`src/rtl/bpred_pkg.sv`:
```
package bpred_pkg;

    localparam int ADDR_W = 32;
    localparam int BTB_IDX_W = 6;
    localparam int PHT_IDX_W = 8;

    // Tag covers the PC bits above the index
    localparam int BTB_TAG_W = ADDR_W - 2 - BTB_IDX_W;

    localparam int BTB_ENTRIES = 1 << BTB_IDX_W;
    localparam int PHT_ENTRIES = 1 << PHT_IDX_W;

    // Primary opcode field, instr[31:26]
    localparam logic [5:0] OP_SPECIAL = 6'b000000;
    localparam logic [5:0] OP_REGIMM  = 6'b000001;
    localparam logic [5:0] OP_J       = 6'b000010;
    localparam logic [5:0] OP_JAL     = 6'b000011;
    localparam logic [5:0] OP_BEQ     = 6'b000100;
    localparam logic [5:0] OP_BNE     = 6'b000101;
    localparam logic [5:0] OP_BLEZ    = 6'b000110;
    localparam logic [5:0] OP_BGTZ    = 6'b000111;

    // Function field of an R-type instruction, instr[5:0]
    localparam logic [5:0] FN_JR = 6'b001000;

    typedef logic [ADDR_W-1:0] addr_t;
    typedef logic [31:0] instr_t;
    typedef logic [BTB_IDX_W-1:0] btb_idx_t;
    typedef logic [BTB_TAG_W-1:0] btb_tag_t;
    typedef logic [PHT_IDX_W-1:0] pht_idx_t;

    // Two-bit saturating direction counter, WEAK_NT after reset
    typedef enum logic [1:0] {
        STRONG_NT = 2'b00,
        WEAK_NT   = 2'b01,
        WEAK_T    = 2'b10,
        STRONG_T  = 2'b11
    } ctr_t;

    typedef struct packed {
        addr_t  pc;
        instr_t instr;
    } fetch_t;

    typedef struct packed {
        logic   valid;
        addr_t  pc;
        instr_t instr;
        logic   taken;
        addr_t  target;
    } resolve_t;

    typedef struct packed {
        logic  taken;
        addr_t target;
    } pred_t;

    // Both tables index with the word address bits directly above the byte offset
    function automatic btb_idx_t btb_index(addr_t pc);
        return pc[2 +: BTB_IDX_W];
    endfunction

    function automatic btb_tag_t btb_tag(addr_t pc);
        return pc[ADDR_W-1 -: BTB_TAG_W];
    endfunction

    function automatic pht_idx_t pht_index(addr_t pc);
        return pc[2 +: PHT_IDX_W];
    endfunction

endpackage
```
`src/rtl/pht.sv`:
```
module pht (
    input  logic             CLK,
    input  logic             RESET,
    input  logic             flush,
    input  bpred_pkg::addr_t lookup_pc,
    output logic             predict_taken,
    input  logic             upd_en,
    input  bpred_pkg::addr_t upd_pc,
    input  logic             upd_taken
);

    import bpred_pkg::*;

    ctr_t ctr_mem [PHT_ENTRIES];

    pht_idx_t rd_idx;
    pht_idx_t upd_idx;
    ctr_t     rd_ctr;
    ctr_t     upd_next;

    // One step toward the resolved direction, held at either end
    function automatic ctr_t sat_step(ctr_t cur, logic taken);
        ctr_t nxt;
        case (cur)
            STRONG_NT: nxt = taken ? WEAK_NT  : STRONG_NT;
            WEAK_NT:   nxt = taken ? WEAK_T   : STRONG_NT;
            WEAK_T:    nxt = taken ? STRONG_T : WEAK_NT;
            STRONG_T:  nxt = taken ? STRONG_T : WEAK_T;
            default:   nxt = WEAK_NT;
        endcase
        return nxt;
    endfunction

    assign rd_idx  = pht_index(lookup_pc);
    assign upd_idx = pht_index(upd_pc);

    assign rd_ctr = ctr_mem[rd_idx];

    // Upper counter bit set means one of the two taken states
    assign predict_taken = (rd_ctr == WEAK_T) || (rd_ctr == STRONG_T);

    assign upd_next = sat_step(ctr_mem[upd_idx], upd_taken);

    always_ff @(posedge CLK or negedge RESET) begin
        if (!RESET) begin
            for (int i = 0; i < PHT_ENTRIES; i++) begin
                ctr_mem[i] <= WEAK_NT;
            end
        end else if (flush) begin
            for (int i = 0; i < PHT_ENTRIES; i++) begin
                ctr_mem[i] <= WEAK_NT;
            end
        end else if (upd_en) begin
            ctr_mem[upd_idx] <= upd_next;
        end
    end

endmodule

```
`config.mk`:
```
export PLATFORM = sky130hd
export DESIGN_NAME = pht
export DESIGN_NICKNAME = d
export VERILOG_FILES = /design/src/rtl/bpred_pkg.sv /design/src/rtl/pht.sv
export SDC_FILE = /design/constraint.sdc
export NUM_CORES = 1
export LEC_CHECK = 0
export BUFFER_PORTS_ARGS = -buffer_cell sky130_fd_sc_hd__buf_2
export CORE_ASPECT_RATIO = 1.75
export CORE_UTILIZATION = 30
export CTS_BUF_LIST = sky130_fd_sc_hd__clkbuf_4 sky130_fd_sc_hd__clkbuf_8 sky130_fd_sc_hd__clkbuf_16
export DETAILED_ROUTE_END_ITERATION = 10
export GPL_TIMING_DRIVEN = 0
export PLACE_DENSITY = 0.47
export SYNTH_ARGS = -nofsm -noshare
export SYNTH_HDL_FRONTEND = slang
export SYNTH_SLANG_ARGS = --single-unit
```
`constraint.sdc`:
```
create_clock -name CLK -period 7.1 [get_ports CLK]
set_input_delay 0.71 -clock CLK [delete_from_list [all_inputs] [get_ports CLK]]
set_output_delay 0.71 -clock CLK [all_outputs]
set_load 0.1 [all_outputs]
```
==> results.sh <==
export IMPL_die_area_um2=112500
export IMPL_rr_startpoint="ctr_mem[11]$_DFFE_PN0P_"
export IMPL_ctsRootBufferMaster="clkbuf_16"
export IMPL_start_util_pct=30.26
export IMPL_ys_seq_area_share_pct=39.39
export IMPL_final_area_um2=37310
export IMPL_setup_violations_final=0
export IMPL_die_h_um=443
export IMPL_dp_cells=4658
export IMPL_fin_util_pct=33.86
export IMPL_cts_max_level=2
export IMPL_slew_viol_final=62
export IMPL_fmaxAchievable_ghz=0.1726
export IMPL_io_pins=70
export IMPL_status="finished with violations"
export IMPL_cts_resized=0
export IMPL_synthArstFlopShare_pct=100.0
export IMPL_syn_nets=3242
export IMPL_critical_path_top_delay_family="buffers and inverters"
export IMPL_cts_made_buffers=54
export IMPL_syn_area_um2=33340
export IMPL_cp_start_kind="input pin"
export IMPL_ir_drop_v=0.0001997
export IMPL_regMostFlops="ctr_mem"
export IMPL_synth_avg_cell_area_um2=10.51
export IMPL_synth_top_area_share_pct=20.18
export IMPL_skew_ns=0.03705
export IMPL_drtIter0Drc=3405
export IMPL_grt_overflow=0
export IMPL_yosysTopAreaCell="dfstp_2"
export IMPL_largest_reg_flops=512
export IMPL_instances_no_fill=4768
export IMPL_drt_total_wl_um=178100
export IMPL_ff2ff_setup_slack_ns=3.15
export IMPL_relSlewSlack_pct=-7.159
export IMPL_worst_slack_ns=1.305
export IMPL_yosysMostFrequentCell="nand2_1"
export IMPL_clockBufferDepth=3
export IMPL_ys_types=54
export IMPL_core_um2=110200
export IMPL_drv_cap=7
export IMPL_max_stage_delay_ns=1.25
export IMPL_end_kind="flop"
export IMPL_crit_start="upd_pc[4]"
export IMPL_crit_buf_inv=8
export IMPL_cp_slowest_cell="clkbuf_1"
export IMPL_cts_tree="yes"
export IMPL_grt_usage_pct=31.47
export IMPL_fp_row_count=161
export IMPL_path_cells="buf_2 -> buf_2 -> buf_4 -> buf_2 -> buf_4 -> buf_4 -> nor3b_1 -> nand2_1 -> clkbuf_1 -> clkbuf_1 -> o31ai_2"
export IMPL_min_period_over_period_pct=81.62
export IMPL_dp_slack_ns=0.9926
export IMPL_placed_area_um2=35450
export IMPL_antenna_left=0
export IMPL_yosys_top_cells_area="dfstp_2 20%, dfrtp_1 19%, mux4_2 12%"
export IMPL_num_fill_cells=11187
export IMPL_nNetsFinal=3320
export IMPL_clkTransAtPathRegs_ns=0.07
export IMPL_synth_ff_type="dfstp_2"
export IMPL_vias=30889
export IMPL_worstSetupPathType="input pin to flop"
export IMPL_place_gp_congestion=1.029
export IMPL_numClockSinks=512
export IMPL_final_layout_size_suffix_gt1_share_pct=29.40
export IMPL_antenna_found_initial=7
export IMPL_finalPower_mw=7.044
export IMPL_ctsHoldBuffers=1
export IMPL_tns_ns=0
export IMPL_violations="capacitance limit, slew limit"
export IMPL_place_hpwl_um=125500
export IMPL_clk_latency_ns=0.70
export IMPL_ff2ff_path_depth=11
export IMPL_route_detailed_drc=0
export IMPL_area_delta_synth_final_pct=11.92
export IMPL_synthCells=3173
export IMPL_crit_required_ns=7.59
export IMPL_hold_viol_final=0
export IMPL_r2r_end="ctr_mem[4]$_DFFE_PN1P_"
export IMPL_arrival_ns=6.29
export IMPL_grt_max_degree=108
export IMPL_grt_pass1_vias=30215
export IMPL_power_density_nw_per_um2=188.8
export IMPL_ys_seq_elements=512
export IMPL_post_cts_setup_buffer_count=0
export IMPL_post_drt_wl_per_cell_um=37.36
export IMPL_whs_ns=0.5376
export IMPL_fin_crit_ns=5.795
export IMPL_synth_edff_count=0
export IMPL_hold_class="input pin to asynchronous set/reset pin"
export IMPL_drt_vias_per_instance=6.478
export IMPL_netlist_top_cells_count="295 x nand2_1, 269 x nor2_1, 267 x a21oi_1, 263 x a31oi_1, 261 x o32ai_1"
export IMPL_die_w_um=254
export IMPL_first_pass_iters=6
export IMPL_cp_max_fo=10
export IMPL_top_regs="ctr_mem x512"
export IMPL_grt_pass1_wl_um=246100
export IMPL_leakage_nw=12.26
export IMPL_numPortBuffers=12
export IMPL_tightest_slew_ns=1.607
export IMPL_rsz0062_at_grt="no"
export IMPL_ys_warn_count=0
-- cell type report --
cell class	instances	area (µm²)	area share (%)
Tap cell	1467	1836	4.919
Sequential cell	512	13130	35.19
Multi-Input combinational cell	2265	18270	48.95
Timing Repair Buffer	22	286.5	0.7679
Antenna cell	5	12.51	0.03353
Inverter	2	7.507	0.02012
Clock inverter	16	113.9	0.3051
Buffer	394	1989	5.331
Clock buffer	85	1670	4.476
-- per-layer routing --
layer	part of all wire (%)	track usage [%]	vias to the layer above
li1	-	-	12631
met5	0.034	0	-
met3	7.9	7.303	718
met2	47	50.88	1710
met4	11	30.08	10
met1	33	33.36	15820
-- where the power goes --
group          total [mW]  switching (mW)  internal (mW)
Clock                3.06            1.41           1.65
Combinational        1.05           0.830          0.217
Sequential           2.94         0.00445           2.93
Total                7.04            2.24           4.80
-- kinds of logic after synthesis --
| family | Yosys count | synth area share, % |
|---|---|---|
| mux | 267 | 14.76 |
| compound gates | 1125 | 26.98 |
| flops | 512 | 39.39 |
| buf+inv | 396 | 5.821 |
| simple gates | 873 | 13.05 |
-- worst reg2reg max path: cells and delay by family (launching register included) --
family / cells / cell delay (ns)
AO/OA/AOI/OAI: 5 / 1.01
buffers and inverters: 3 / 1.12
multiplexers: 2 / 1.19
AND/OR/NAND/NOR: 1 / 0.13
flip-flops: 1 / 0.42
-- worst max path at each step --
stage	endpoint	slack, ns	depth (start not counted)
finish	ctr_mem[411]$_DFFE_PN0P_	1.30	11
global route	predict_taken	1.52	7
CTS	predict_taken	1.43	6
detailed placement	ctr_mem[413]$_DFFE_PN0P_	0.99	11
global placement	ctr_mem[459]$_DFFE_PN0P_	-6.66	1
floorplan	predict_taken	2.54	6
-- layout by cell type, fill, tap and decap left out, drive strengths merged, types with 10 or more instances in the layout --
cell    Yosys  routed
a21oi     268     268
a22o       10      10
a22oi      29      29
a31oi     263     263
buf       134     154
clkbuf    260     346
clkinv      1      13
dfrtp     256     256
dfstp     256     256
mux2i      82      82
mux4      179     179
nand2     295     295
nand3      17      17
nor2      269     269
nor2b      20      20
nor3b     252     252
o21ai      11      11
o31ai     251     251
o32ai     261     261
No activity file was read; power rests on OpenSTA's default activity.
