===== src/rtl/bpred_pkg.sv =====
package bpred_pkg;

    localparam int ADDR_W = 32;
    localparam int BTB_IDX_W = 6;
    localparam int PHT_IDX_W = 8;

    // Tag covers the PC bits above the index
    localparam int BTB_TAG_W = ADDR_W - 2 - BTB_IDX_W;

    localparam int BTB_ENTRIES = 1 << BTB_IDX_W;
    localparam int PHT_ENTRIES = 1 << PHT_IDX_W;

    // Primary opcode field, instr[31:26]
    localparam logic [5:0] OP_SPECIAL = 6'b000000;
    localparam logic [5:0] OP_REGIMM  = 6'b000001;
    localparam logic [5:0] OP_J       = 6'b000010;
    localparam logic [5:0] OP_JAL     = 6'b000011;
    localparam logic [5:0] OP_BEQ     = 6'b000100;
    localparam logic [5:0] OP_BNE     = 6'b000101;
    localparam logic [5:0] OP_BLEZ    = 6'b000110;
    localparam logic [5:0] OP_BGTZ    = 6'b000111;

    // Function field of an R-type instruction, instr[5:0]
    localparam logic [5:0] FN_JR = 6'b001000;

    typedef logic [ADDR_W-1:0] addr_t;
    typedef logic [31:0] instr_t;
    typedef logic [BTB_IDX_W-1:0] btb_idx_t;
    typedef logic [BTB_TAG_W-1:0] btb_tag_t;
    typedef logic [PHT_IDX_W-1:0] pht_idx_t;

    // Two-bit saturating direction counter, WEAK_NT after reset
    typedef enum logic [1:0] {
        STRONG_NT = 2'b00,
        WEAK_NT   = 2'b01,
        WEAK_T    = 2'b10,
        STRONG_T  = 2'b11
    } ctr_t;

    typedef struct packed {
        addr_t  pc;
        instr_t instr;
    } fetch_t;

    typedef struct packed {
        logic   valid;
        addr_t  pc;
        instr_t instr;
        logic   taken;
        addr_t  target;
    } resolve_t;

    typedef struct packed {
        logic  taken;
        addr_t target;
    } pred_t;

    // Both tables index with the word address bits directly above the byte offset
    function automatic btb_idx_t btb_index(addr_t pc);
        return pc[2 +: BTB_IDX_W];
    endfunction

    function automatic btb_tag_t btb_tag(addr_t pc);
        return pc[ADDR_W-1 -: BTB_TAG_W];
    endfunction

    function automatic pht_idx_t pht_index(addr_t pc);
        return pc[2 +: PHT_IDX_W];
    endfunction

endpackage

===== src/rtl/pred_combine.sv =====
module pred_combine (
    input  logic               CLK,
    input  logic               RESET,
    input  logic               flush,
    input  logic               is_branch,
    input  logic               is_jump,
    input  logic               btb_hit,
    input  bpred_pkg::addr_t   btb_target,
    input  logic               pht_taken,
    output bpred_pkg::pred_t   pred
);

    import bpred_pkg::*;

    logic  taken_c;
    pred_t pred_c;

    // A jump only needs a BTB entry; a conditional branch also needs the counter
    assign taken_c = btb_hit && (is_jump || (is_branch && pht_taken));

    // Not-taken predictions carry a zero target
    assign pred_c.taken  = taken_c;
    assign pred_c.target = taken_c ? btb_target : '0;

    always_ff @(posedge CLK or negedge RESET) begin
        if (!RESET) begin
            pred <= '0;
        end else if (flush) begin
            pred <= '0;
        end else begin
            pred <= pred_c;
        end
    end

endmodule


===== config.mk =====
export PLATFORM = sky130hd
export DESIGN_NAME = pred_combine
export DESIGN_NICKNAME = d
export VERILOG_FILES = /design/src/rtl/bpred_pkg.sv /design/src/rtl/pred_combine.sv
export SDC_FILE = /design/constraint.sdc
export NUM_CORES = 1
export LEC_CHECK = 0
export BUFFER_PORTS_ARGS = -buffer_cell sky130_fd_sc_hd__buf_2
export CORE_ASPECT_RATIO = 0.6
export CORE_UTILIZATION = 49
export CTS_BUF_LIST = sky130_fd_sc_hd__clkbuf_2 sky130_fd_sc_hd__clkbuf_4 sky130_fd_sc_hd__clkbuf_8
export CTS_CLUSTER_SIZE = 14
export DETAILED_ROUTE_END_ITERATION = 8
export PLACE_DENSITY = 0.95
export SLEW_MARGIN = 10
export SYNTH_ARGS = -nofsm -noshare
export SYNTH_HDL_FRONTEND = slang
export SYNTH_SLANG_ARGS = --single-unit

===== constraint.sdc =====
create_clock -name CLK -period 0.8 [get_ports CLK]
set_input_delay 0.08 -clock CLK [delete_from_list [all_inputs] [get_ports CLK]]
set_output_delay 0.08 -clock CLK [all_outputs]
set_load 0.005 [all_outputs]

==> results.md, run 1 <==
- Counting I/O delays and the setup requirement, the final critical path takes 0.853 ns.
- For this run, the detailed router's first-pass iteration total came to 4.
- The worst hold path passes through 3 cells.
- Buffers placed on the I/O ports in this run total 71.
- At the end of routability-driven placement, the weighted congestion stood at 0.642.
- The initial utilization of the core area, before any placement, comes to 51.9%.
- The number of max-slew violations in the final report is 0.
- The I/O pin count is 72.
- Among all stages on the critical path, the largest delay is contributed by sky130_fd_sc_hd__dfrtp_1.
- The count of buffering cells on the critical path with inverters included is 1.
- Summing the sequential cell areas from Yosys gives 63.5% of the chip area.
- The worst min-delay path class is in -> reg.
- The number of warnings issued by yosys is 0.
- Setup violations remaining at the end of the flow were counted as 33.
- The number of global-route vias before repair is 965.
- After detailed placement, the design holds a cell count of 205.
- The share of synthesized area in the top cell type comes to 63.5%.
- STA puts the critical path data required time at 0.72 ns.
- The core footprint is 0.00250 sq mm.
- The floorplan step set the die height to 41.9 um.
- The first-pass GRT wire length is 4.19 mm.
- Global routing finished with a remaining overflow of 0.
- The standby leakage power is 0.992 nW.
- The number of design rule violations left after detail routing is 0.
- The largest single stage delay on the critical path is 0.37 ns.
- After detailed routing, the average wire length per cell comes to 12.0 um.
- The total number of vias is 1011.
- Once the clock tree was built, the setup fixing pass inserted 0 buffers.
- The run finished, with violations left.
- The checks that failed: setup timing.
- In the final layout, the registers with the most flip-flops are pred (33).
- Detailed placement ended at an HPWL of 1.70 mm.
- The total negative slack for setup checks is -1.19 ns.
- The detail route stage leaves a number of antenna-violating nets equal to 0.
- The number of antenna violations at the first check in global routing is 0.
- The power per cell area is 2090 mW/mm^2.
- The cell type group with the largest total delay on the critical path is flip-flops.
- The number of antenna repair diodes is 0.
- In the post-route analysis, the smallest setup slack over all paths is -0.0532 ns.
- The most critical setup path has its startpoint at pred[18].
- The fraction of final layout cells with drive strength greater than 1 is 51.9%.
- Traced cell by cell, the critical path runs through buf_2.
- The overall global routing resource usage is 20.5%.
- Of all nets on the critical path, the largest fanout is 1.
- The largest area contributor in the netlist is sky130_fd_sc_hd__dfrtp_1.
- The number of hold violations in the final report is 0.
- Synthesis inferred 33 register bits.
- Following the worst setup path forward leads to its endpoint at pred[18].
- The die covers 0.00287 sq mm.
- The clock-pin slew of the registers on the worst-case setup and hold paths is 0.07 ns.
- The routed design has 2.59 mm of wire.
- Counting every sink on the clock net gives 33.
- The worst-case IR drop observed on VDD is 0.000990 V.
- From synthesis to final layout, the design area changed by 37.3%.
- The register with the most flip-flops in the layout has 33 of them.
- In this run the number of H-tree levels came out at 2.
- The die is 68.5 um wide.
- Once layout is complete, the cells apart from fillers number 215.
- The worst setup path is captured at an output pin.
- Ranked by total cell area, the synthesized netlist is headed by sky130_fd_sc_hd__dfrtp_1 64%, sky130_fd_sc_hd__nor3_2 9.2%, sky130_fd_sc_hd__nand2_1 9.2%.
- The type of origin of the critical path is a register.
- The tool flagged a number of max-cap violations equal to 0.
- The max-slew headroom at the worst pin is 54.0%.
- Static timing analysis puts the maximum clock frequency at 1170 MHz.
- The number of clock buffers added by TritonCTS is 5.
- The maximum number of pins on one net before global-route repair is 34.
- The post-synthesis area per instance is 11.8 sq um.
- Dividing the detail-routed via count by the number of cells gives 4.70.
- The count of routing violations after the opening detailed-route iteration is 89.
- The path type of the worst setup path is reg -> out.
- Yosys mapped the design onto 10 distinct sky130hd cell types.
- The final worst hold slack is 0.0111 ns.
- CTS placed an instance of sky130_fd_sc_hd__clkbuf_8 at the clock tree root.
- The worst slack at placement is -0.149 ns.
- In this run the deepest clock path goes through 2 buffers.
- The post-CTS resize count is 0.
- The TritonCTS clock tree is yes.
- The count of nets after finishing is 221.
- STA puts the critical path data arrival time at 0.77 ns.
- The part of the cycle the worst path needs is 107%.
- The utilization of the core after routing is 71.3%.
- Setup repair after global routing could not meet its margin everywhere.
- In this run the number of cells on the critical path is 1.
- The net count after synthesis is 149.
- The floorplan has 14 rows.
- After technology mapping, the gate count stands at 110.
- The cell area after synthesis is 0.00130 sq mm.
- The transition at the pin with the smallest max-transition slack is 0.690 ns.
- The register bank with the most flops is pred.
## cell families (layout without fill, tap and decap cells)
family / after synthesis / after routing / share of synthesized area [%]
flip-flops: 33 / 33 / 63.5
AND/OR/NAND/NOR: 65 / 65 / 26.8
buffers and inverters: 11 / 84 / 8.47
AO/OA/AOI/OAI: 1 / 1 / 1.25
## stage by stage
stage / total power [W] / instance area, sq um
floorplan: 0.00197 / 1300
global placement: 0.00215 / 1650
detailed placement: 0.00216 / 1650
CTS: 0.00378 / 1790
global route: 0.00391 / 1790
finish: 0.00373 / 1790
## report_power, final
| group | internal [W] | switching [W] | total, W |
|---|---|---|---|
| clock network | 0.00101 | 0.000580 | 0.00159 |
| registers | 0.00172 | 0.0000119 | 0.00173 |
| logic | 0.000182 | 0.000220 | 0.000401 |
## cell usage after synthesis
master / count
sky130_fd_sc_hd__buf_6: 3
sky130_fd_sc_hd__nor3_1: 20
sky130_fd_sc_hd__buf_2: 1
sky130_fd_sc_hd__nor3_2: 12
sky130_fd_sc_hd__a21oi_4: 1
sky130_fd_sc_hd__nor3b_1: 1
sky130_fd_sc_hd__dfrtp_1: 33
sky130_fd_sc_hd__nand2_1: 32
sky130_fd_sc_hd__clkbuf_8: 3
sky130_fd_sc_hd__buf_4: 4
## layout make-up
cell class / count / area, sq um
clock inverter: 2 / 37.5
fill: 191 / 719
clock buffer: 6 / 82.6
sequential: 33 / 826
multi-input combinational: 66 / 364
timing repair buffer: 76 / 435
tap: 32 / 40.0
## layer usage
layer / track usage [%] / part of all wire (%) / up-vias
met3: 6.04 / 5.6 / 5
met4: 10.8 / 1.1 / 0
met1: 23.5 / 41 / 470
li1: - / - / 499
met2: 34.1 / 52 / 37
met5: 0 / 0 / -
## worst min-delay path by stage
stage | end | slack [ns] | startpoint
finish | pred[18] | 0.01 | btb_target[18]
global route | pred[1] | 0.003 | btb_target[1]
CTS | pred[18] | 0.0005 | btb_target[18]
detailed placement | pred[23] | 0.05 | RESET
global placement | pred[22] | 0.04 | RESET
floorplan | pred[0] | -0.22 | RESET
## cell usage in the layout (no fill, tap or decap)
cell and n:
sky130_fd_sc_hd__bufinv_16 1, sky130_fd_sc_hd__dfrtp_1 33, sky130_fd_sc_hd__buf_2 71, sky130_fd_sc_hd__dlygate4sd3_1 2, sky130_fd_sc_hd__nand2_1 32, sky130_fd_sc_hd__clkinvlp_4 1, sky130_fd_sc_hd__nor3_2 12, sky130_fd_sc_hd__nor3b_1 1
sky130_fd_sc_hd__clkbuf_8 6, sky130_fd_sc_hd__nor3_1 20, sky130_fd_sc_hd__buf_12 3, sky130_fd_sc_hd__a21oi_4 1
## timing repair
action / CTS / global route
pin swaps: 0 / 0
endpoints found under the hold margin: 34 / 0
hold buffers: 2 / 0
endpoints found under the setup margin: 33 / 33
(Power assumes the default switching activity.)
==> inputs of run 2 (changes only) <==
Settings changed: CORE_UTILIZATION 49 to 45, PLACE_DENSITY 0.95 to 0.93.
Clock period 0.8 ns to 0.91 ns, I/O delays scaled along.
==> run 2 against run 1 <==
The flow finishes with violations (DRC). Combinational power down 13%. Worst hold slack better by 0.028 ns. Final area down 2.2%. Clock-buffer cell count up 1. First-iteration DRC count down 53%. Non-clock buffer count down 1. Utilization down 4.9 points. Sequential power down 12%. Sequential share of layout area up 1.1 points. Clock power down 33%. Setup slack better by 0.10 ns. Largest power group unchanged.
==> results.md, run 2 (synthesized netlist as in run 1, its figures left out) <==
- The via count normalized by instance count was 4.68 (-0.46%).
- The final critical-path required period is 0.859 ns.
- The peak per-stage delay on the critical path is 0.37 ns (about the same).
- The antenna violation net count after detailed routing was 0 (unchanged).
- The starting density of the core came to 49.5% (-2.4 points).
- Static timing analysis puts the maximum clock frequency at 1160 MHz.
- The launch instance of the worst min-delay path is btb_target[21].
- The power after layout is 0.00295 W (-21%).
- The capture endpoint of the worst hold path is pred[21].
- The worst voltage drop across the vdd grid is 0.000949 V (-4.2%).
- The count of buffers from port buffering is 71 (unchanged).
- The number of H-tree branching levels came to 2 (unchanged).
- The number of max-slew violations in the final report came to 0 (unchanged).
- The number of sinks driven by the clock tree is 33 (unchanged).
- The number of antenna repair diodes is 0 (unchanged).
- The I/O pin count is 72 (unchanged).
- The HPWL reported at the end of detailed placement is 1.80 mm (+5.7%).
- The transition at the pin with the smallest max-transition slack is 0.669 ns (-0.0207 ns).
- The count of nets after finishing is 220 (-0.45%).
- Setup repair after global routing left no endpoint under its margin.
- The core footprint is 0.00263 sq mm (+4.9%).
- The worst hold path depth came to 3 (unchanged).
- By startpoint and endpoint, the worst setup path is classified as reg -> out.
- The cell type group with the largest total delay on the critical path is flip-flops.
- The library cell used most frequently in the layout, excluding fill and tap cells, is sky130_fd_sc_hd__buf_2.
- The layout filler cell count is 197 (+3.1%).
- Traced cell by cell, the critical path runs through buf_2.
- The largest registers in the layout are pred (33).
- The last weighted congestion value of the routability-driven placer is 0.686 (+6.9%).
- The number of design rule violations left after detail routing is 3 (+3).
- The number of buffers added for setup after CTS is 0 (unchanged).
- The final wirelength is 2.60 mm (+0.27%).
- The number of hold violations in the final report came to 0 (unchanged).
- Clock tree synthesis selected as its root buffer the cell sky130_fd_sc_hd__clkbuf_8.
- In the layout the commonest cells are 71 x sky130_fd_sc_hd__buf_2, 33 x sky130_fd_sc_hd__dfrtp_1, 32 x sky130_fd_sc_hd__nand2_1.
- The standby leakage power is 0.978 nW (-1.4%).
- The length of the first detailed-routing pass in iterations came to 8 (+4).
- The count of buffering cells on the critical path with inverters included is 1 (unchanged).
- The die footprint is 0.00312 sq mm (+8.5%).
- The flow ran to the end, but the final reports show violations.
- The largest buffer count on any clock path is 2 (unchanged).
- The overall global routing resource usage came to 19.1% (-1.5 points).
- The power per cell area was 1690 mW/mm^2 (-19%).
- The register bank with the most flops is pred.
- The total number of vias is 997 (-1.4%).
- The routed wirelength normalized by instance count is 12.2 um (+1.2%).
- The final critical path takes up 94.4% of the cycle.
- The max-slew headroom at the worst pin is 55.4% (+1.4 points).
- The final worst hold slack was 0.0395 ns (+0.0284 ns).
- The most critical setup path has its startpoint at pred[29].
- The required time at the endpoint of the critical path came to 0.82 ns (+0.10 ns).
- Among all stages on the critical path, the largest delay is contributed by sky130_fd_sc_hd__dfrtp_1.
- The fraction of final layout cells with drive strength greater than 1 is 51.9% (about the same).
- The number of flip-flops in the largest register is 33 (unchanged).
- TritonCTS built the clock tree.
- The number of antenna violations at the first check in global routing came to 0 (unchanged).
- The checks that failed: DRC.
- The max-capacitance violation count is 0 (unchanged).
- The maximum net fanout on the critical path is 1 (unchanged).
- The total global routing overflow is 0 (unchanged).
- The data arrival time of the worst path came to 0.77 ns (about the same).
- The first-pass GRT wire length is 4.32 mm (+3.1%).
- The clock-pin slew of the registers on the worst-case setup and hold paths is 0.06 ns (about the same).
- The floorplan row count was 14 (unchanged).
- The post-CTS resize count is 0 (unchanged).
- From synthesis to final layout, the design area changed by 34.3%.
- The count of routing violations after the opening detailed-route iteration came to 42 (-53%).
- The number of global-route vias before repair is 1004 (+4.0%).
- The final-report setup violation count was 0 (-100%).
- STA classifies the critical path startpoint as a register.
- The maximum number of pins on one net before global-route repair is 34 (unchanged).
- The total clock buffers created by CTS is 5 (unchanged).
- The overall die width is 71.4 um (+4.2%).
- The kind of capture point of the worst setup path is an output pin.
- The die boundary height is 43.6 um (+4.1%).
- The worst min-delay path class is in -> reg.
## run 2: report_power, final
group	total (W)	internal [W]	switching, W
registers	0.00153	0.00151	0.0000111
clock network	0.00107	0.000628	0.000443
logic	0.000350	0.000157	0.000193
## run 2: through the flow
| step | cell area, sq um | setup slack [ns] | TNS (ns) | util, % | instances |
|---|---|---|---|---|---|
| 2_1_floorplan | 1300 | 0.266 | 0 | - | 110 |
| 3_3_place_gp | 1650 | -0.00521 | -0.0508 | 62.6 | 205 |
| 3_5_place_dp | 1650 | -0.0329 | -0.263 | 62.6 | 205 |
| 4_1_cts | 1750 | 0.0368 | 0 | 66.4 | 213 |
| 5_1_grt | 1750 | 0.0114 | 0 | 66.4 | 213 |
| 6_report | 1750 | 0.0506 | 0 | 66.4 | 213 |
## run 2: final cells by class
| class | instances | area, sq um | share of cell area (%) |
|---|---|---|---|
| multi-input cells | 66 | 364 | 20.9 |
| repair buffers | 75 | 425 | 24.4 |
| well taps | 32 | 40.0 | 2.29 |
| flip-flops and latches | 33 | 826 | 47.3 |
| clock buffers | 7 | 90.1 | 5.16 |
## run 2: routing by layer
layer | part of all wire [%] | routed length, um | GRT usage [%]
met1 | 43 | 1120 | 23.5
met5 | 0 | 0 | 0
met4 | 1.1 | 28 | 6.00
met3 | 4.3 | 112 | 6.28
met2 | 51 | 1330 | 32.6
## run 2: how the worst max path moves through the flow
stage               end  slack [ns]  cells after the start
3_3_place_gp    pred[3]      -0.005                      2
6_report       pred[29]        0.05                      1
2_1_floorplan  pred[22]        0.27                      3
3_5_place_dp   pred[20]       -0.03                      2
5_1_grt        pred[27]        0.01                      1
4_1_cts        pred[29]        0.04                      1
## run 2: what timing repair did
action                                  in CTS  in global routing
hold buffers                                 1                  0
endpoints found under the hold margin       33                  0
endpoints found under the setup margin       0                  0
==> inputs of run 3 (changes only) <==
Settings changed: ABC_AREA set to 1, CORE_MARGIN set to 5, CORE_UTILIZATION 45 to 44.
==> run 3 against run 2 <==
The flow now finishes without violations. Routed wire length shrank 7.9%. Final area grew 0.29%. First-iteration DRC count shrank 71%. Setup slack gained 0.0020 ns. Die area grew 27%. Clock-buffer cell count is the same. Worst hold slack lost 0.021 ns. Synthesized area shrank 6.3%.
==> results.md, run 3 <==
- The path type of the worst setup path is reg -> out.
- The launch point of the critical path is pred[20].
- The number of antenna violations at the first check in global routing is 0 (unchanged).
- The final-report setup violation count came to 0 (unchanged).
- The fraction of final layout cells with drive strength greater than 1 is 60.2% (+8.3 points).
- The die boundary height is 50.8 um (+16%).
- The via count normalized by instance count was 4.09 (-13%).
- The TritonCTS clock tree is yes.
- The number of warnings issued by yosys came to 0 (unchanged).
- The largest total area in the synthesized netlist belongs to sky130_fd_sc_hd__dfrtp_1.
- The routed wirelength normalized by instance count is 11.0 um (-10%).
- The core footprint is 0.00257 sq mm (-2.0%).
- The transition at the pin with the smallest max-transition slack is 0.230 ns (-0.439 ns).
- The maximum achievable frequency came to 1170 MHz (+0.23%).
- The total clock buffers created by CTS came to 5 (unchanged).
- The count of buffering cells on the critical path with inverters included is 1 (unchanged).
- The routed wire length on met2 is 1.16 mm (-13%).
- The cell area after synthesis is 0.00122 sq mm (-6.3%).
- The standby leakage power is 1.12 nW (+15%).
- The final worst hold slack is 0.0180 ns (-0.0215 ns).
- The top-area cell type share of the netlist area is 67.8% (+4.2 points).
- The number of register bits inferred by synthesis is 33 (unchanged).
- The starting density of the core is 47.3% (-2.1 points).
- The synthesized netlist cell count is 107 (-2.7%).
- The met1 routed wirelength after detailed routing is 927 um (-17%).
- The run finished with clean final reports.
- The commonest non-fill, non-tap cell in the layout is sky130_fd_sc_hd__buf_2.
- In the final layout, the registers with the most flip-flops are pred (33).
- Ranked by flip-flop count, first place goes to pred.
- The largest buffer count on any clock path came to 2 (unchanged).
- The number of flops mapped to enable cells by yosys is 0 (unchanged).
- The number of flip-flops in the largest register is 33 (unchanged).
- The cell-internal power is 0.00257 W (+12%).
- The number of H-tree branching levels is 2 (unchanged).
- The number of hold violations in the final report is 0 (unchanged).
- The maximum net fanout on the critical path was 1 (unchanged).
- The peak per-stage delay on the critical path was 0.37 ns (about the same).
- The cell type group with the largest total delay on the critical path is flip-flops.
- The max-slew headroom at the worst pin is 84.7% (+29 points).
- The length of the first detailed-routing pass in iterations is 3 (-5).
- The total global routing overflow was 0 (unchanged).
- The total length of routed met3 wires is 259 um (+130%).
- The combinational share of power is 9.2% (-2.7 points).
- The power dissipated by switching net loads is 0.000643 W (-0.66%).
- The overall die width is 77.9 um (+9.2%).
- The required time at the endpoint of the critical path is 0.82 ns (about the same).
- Traced cell by cell, the critical path runs through buf_2.
- The part of the power in the clock network is 43.5% (+7.2 points).
- The part of the cycle the worst path needs is 94.2% (-0.22 points).
- The number of design rule violations left after detail routing is 0 (-3).
- The count of nets after finishing came to 224 (+1.8%).
- The count of different cell masters after synthesis is 8 (-2).
- The I/O pin count is 72 (unchanged).
- The proportion of synthesized flip-flops having asynchronous set or reset is 100% (unchanged).
- The final wirelength is 2.39 mm (-7.9%).
- The area growth from synthesis to layout is 43.6%.
- By count the netlist is led by 35 x sky130_fd_sc_hd__inv_1, 33 x sky130_fd_sc_hd__dfrtp_1, 27 x sky130_fd_sc_hd__nor2_2.
- The floorplan row count is 14 (unchanged).
- The share of power burned in registers is 47.4% (-4.4 points).
- The number of placed instances, taps included is 209 (+2.0%).
- The slowest stage cell on the critical path is sky130_fd_sc_hd__dfrtp_1.
- In this run the worst hold path is classified as in -> reg.
- The number of global-route vias before repair is 899 (-10%).
- The clock root buffer is sky130_fd_sc_hd__clkbuf_8.
- The sequential area share after synthesis is 67.8% (+4.2 points).
- Setup repair after global routing left no endpoint under its margin.
- The most instantiated flip-flop cell in the synthesis netlist is sky130_fd_sc_hd__dfrtp_1.
- The total negative slack for setup checks is 0 ns (unchanged).
- The power per cell area came to 1840 mW/mm^2 (+8.9%).
- The maximum number of pins on one net before global-route repair came to 34 (unchanged).
- The net count after synthesis was 146 (-2.0%).
- In this run the most critical hold path is launched from btb_target[1].
- The max-capacitance violation count came to 0 (unchanged).
- Sorting the synthesized cells by area gives the leading types as sky130_fd_sc_hd__dfrtp_1 68%, sky130_fd_sc_hd__nor2_2 14%, sky130_fd_sc_hd__inv_1 11%.
- The overall global routing resource usage is 13.1% (-5.9 points).
- The HPWL reported at the end of detailed placement is 1.79 mm (-0.16%).
- The worst voltage drop across the vdd grid is 0.000957 V (+0.79%).
- STA classifies the critical path startpoint as a register.
- The post-synthesis area per instance is 11.4 sq um (-3.6%).
- The post-CTS resize count came to 0 (unchanged).
- The data arrival time of the worst path is 0.77 ns (about the same).
- The die footprint came to 0.00396 sq mm (+27%).
- The first-pass GRT wire length is 4.04 mm (-6.6%).
- Among all cell types in the netlist, the one instantiated most often is sky130_fd_sc_hd__inv_1.
- The library cells used most frequently in the layout, excluding fill and tap cells, are 71 x sky130_fd_sc_hd__buf_2, 35 x sky130_fd_sc_hd__inv_1, 33 x sky130_fd_sc_hd__dfrtp_1.
- The antenna violation net count after detailed routing is 0 (unchanged).
- The number of antenna repair diodes is 0 (unchanged).
- The count of buffers from port buffering is 71 (unchanged).
- The final critical-path required period came to 0.857 ns (-0.00197 ns).
- The top metal layer carrying routed signals is met4.
- The last weighted congestion value of the routability-driven placer was 0.695 (+1.3%).
- The kind of capture point of the worst setup path is an output pin.
- The number of sinks driven by the clock tree is 33 (unchanged).
- The number of standard cells in the layout, taps in and fillers out is 218 (+2.3%).
- The clock-pin slew of the registers on the worst-case setup and hold paths is 0.06 ns (about the same).
- The total number of vias is 892 (-11%).
- The share of total power consumed by net switching is 20.0% (-2.0 points).
- The count of routing violations after the opening detailed-route iteration is 12 (-71%).
- The number of max-slew violations in the final report is 0 (unchanged).
==> run 3: logic make-up (layout without fill, tap and decap cells) <==
family	Yosys count	count (layout)	synth area share, %
flip-flops	33	33	67.8
buffers and inverters	38	117	13.6
AND/OR/NAND/NOR	36	36	18.7
==> run 3: through the flow <==
step / total power (W) / area, sq um / utilization [%] / setup slack, ns
6_report: 0.00322 / 1750 / 68.0 / 0.0525
4_1_cts: 0.00327 / 1750 / 68.0 / 0.0354
2_1_floorplan: 0.00167 / 1220 / - / 0.279
3_5_place_dp: 0.00185 / 1620 / 62.9 / 0.0937
3_3_place_gp: 0.00184 / 1620 / 62.9 / 0.121
5_1_grt: 0.00338 / 1750 / 68.0 / 0.0216
==> run 3: power by group through the flow <==
stage / registers, W / clock network (W) / logic, W
after CTS: 0.00152 / 0.00144 / 0.000301
final: 0.00152 / 0.00140 / 0.000295
after global placement: 0.00155 / 0 / 0.000290
after global routing: 0.00153 / 0.00152 / 0.000335
after floorplan: 0.00156 / 0 / 0.000113
after detailed placement: 0.00155 / 0 / 0.000296
==> run 3: path summary, 6_finish.rpt <==
| path | slack, ns | endpoint | cells after the start |
|---|---|---|---|
| min in group asynchronous | 0.34 | pred[24] | 3 |
| max in group asynchronous | 0.40 | pred[5] | 3 |
| setup / recovery | 0.05 | pred[20] | 1 |
| hold / removal | 0.02 | pred[1] | 3 |
==> run 3: layout make-up <==
cell class | count | area (sq um)
clock buffer | 7 | 90.1
clock inverter | 1 | 30.0
fill | 200 | 825
inverter | 35 | 131
multi-input combinational | 36 | 228
sequential | 33 | 826
tap | 32 | 40.0
timing repair buffer | 74 | 405
==> run 3: routing by layer <==
metal | up-vias | GRT usage, %
met2 | 46 | 22.7
met5 | - | 0
met1 | 401 | 14.6
met3 | 5 | 4.29
met4 | 0 | 6.74
li1 | 440 | -
==> run 3: repair_timing <==
item	4_1_cts	5_1_grt
buffers inserted	0	0
hold buffers	1	0
endpoints found under the hold margin	33	0
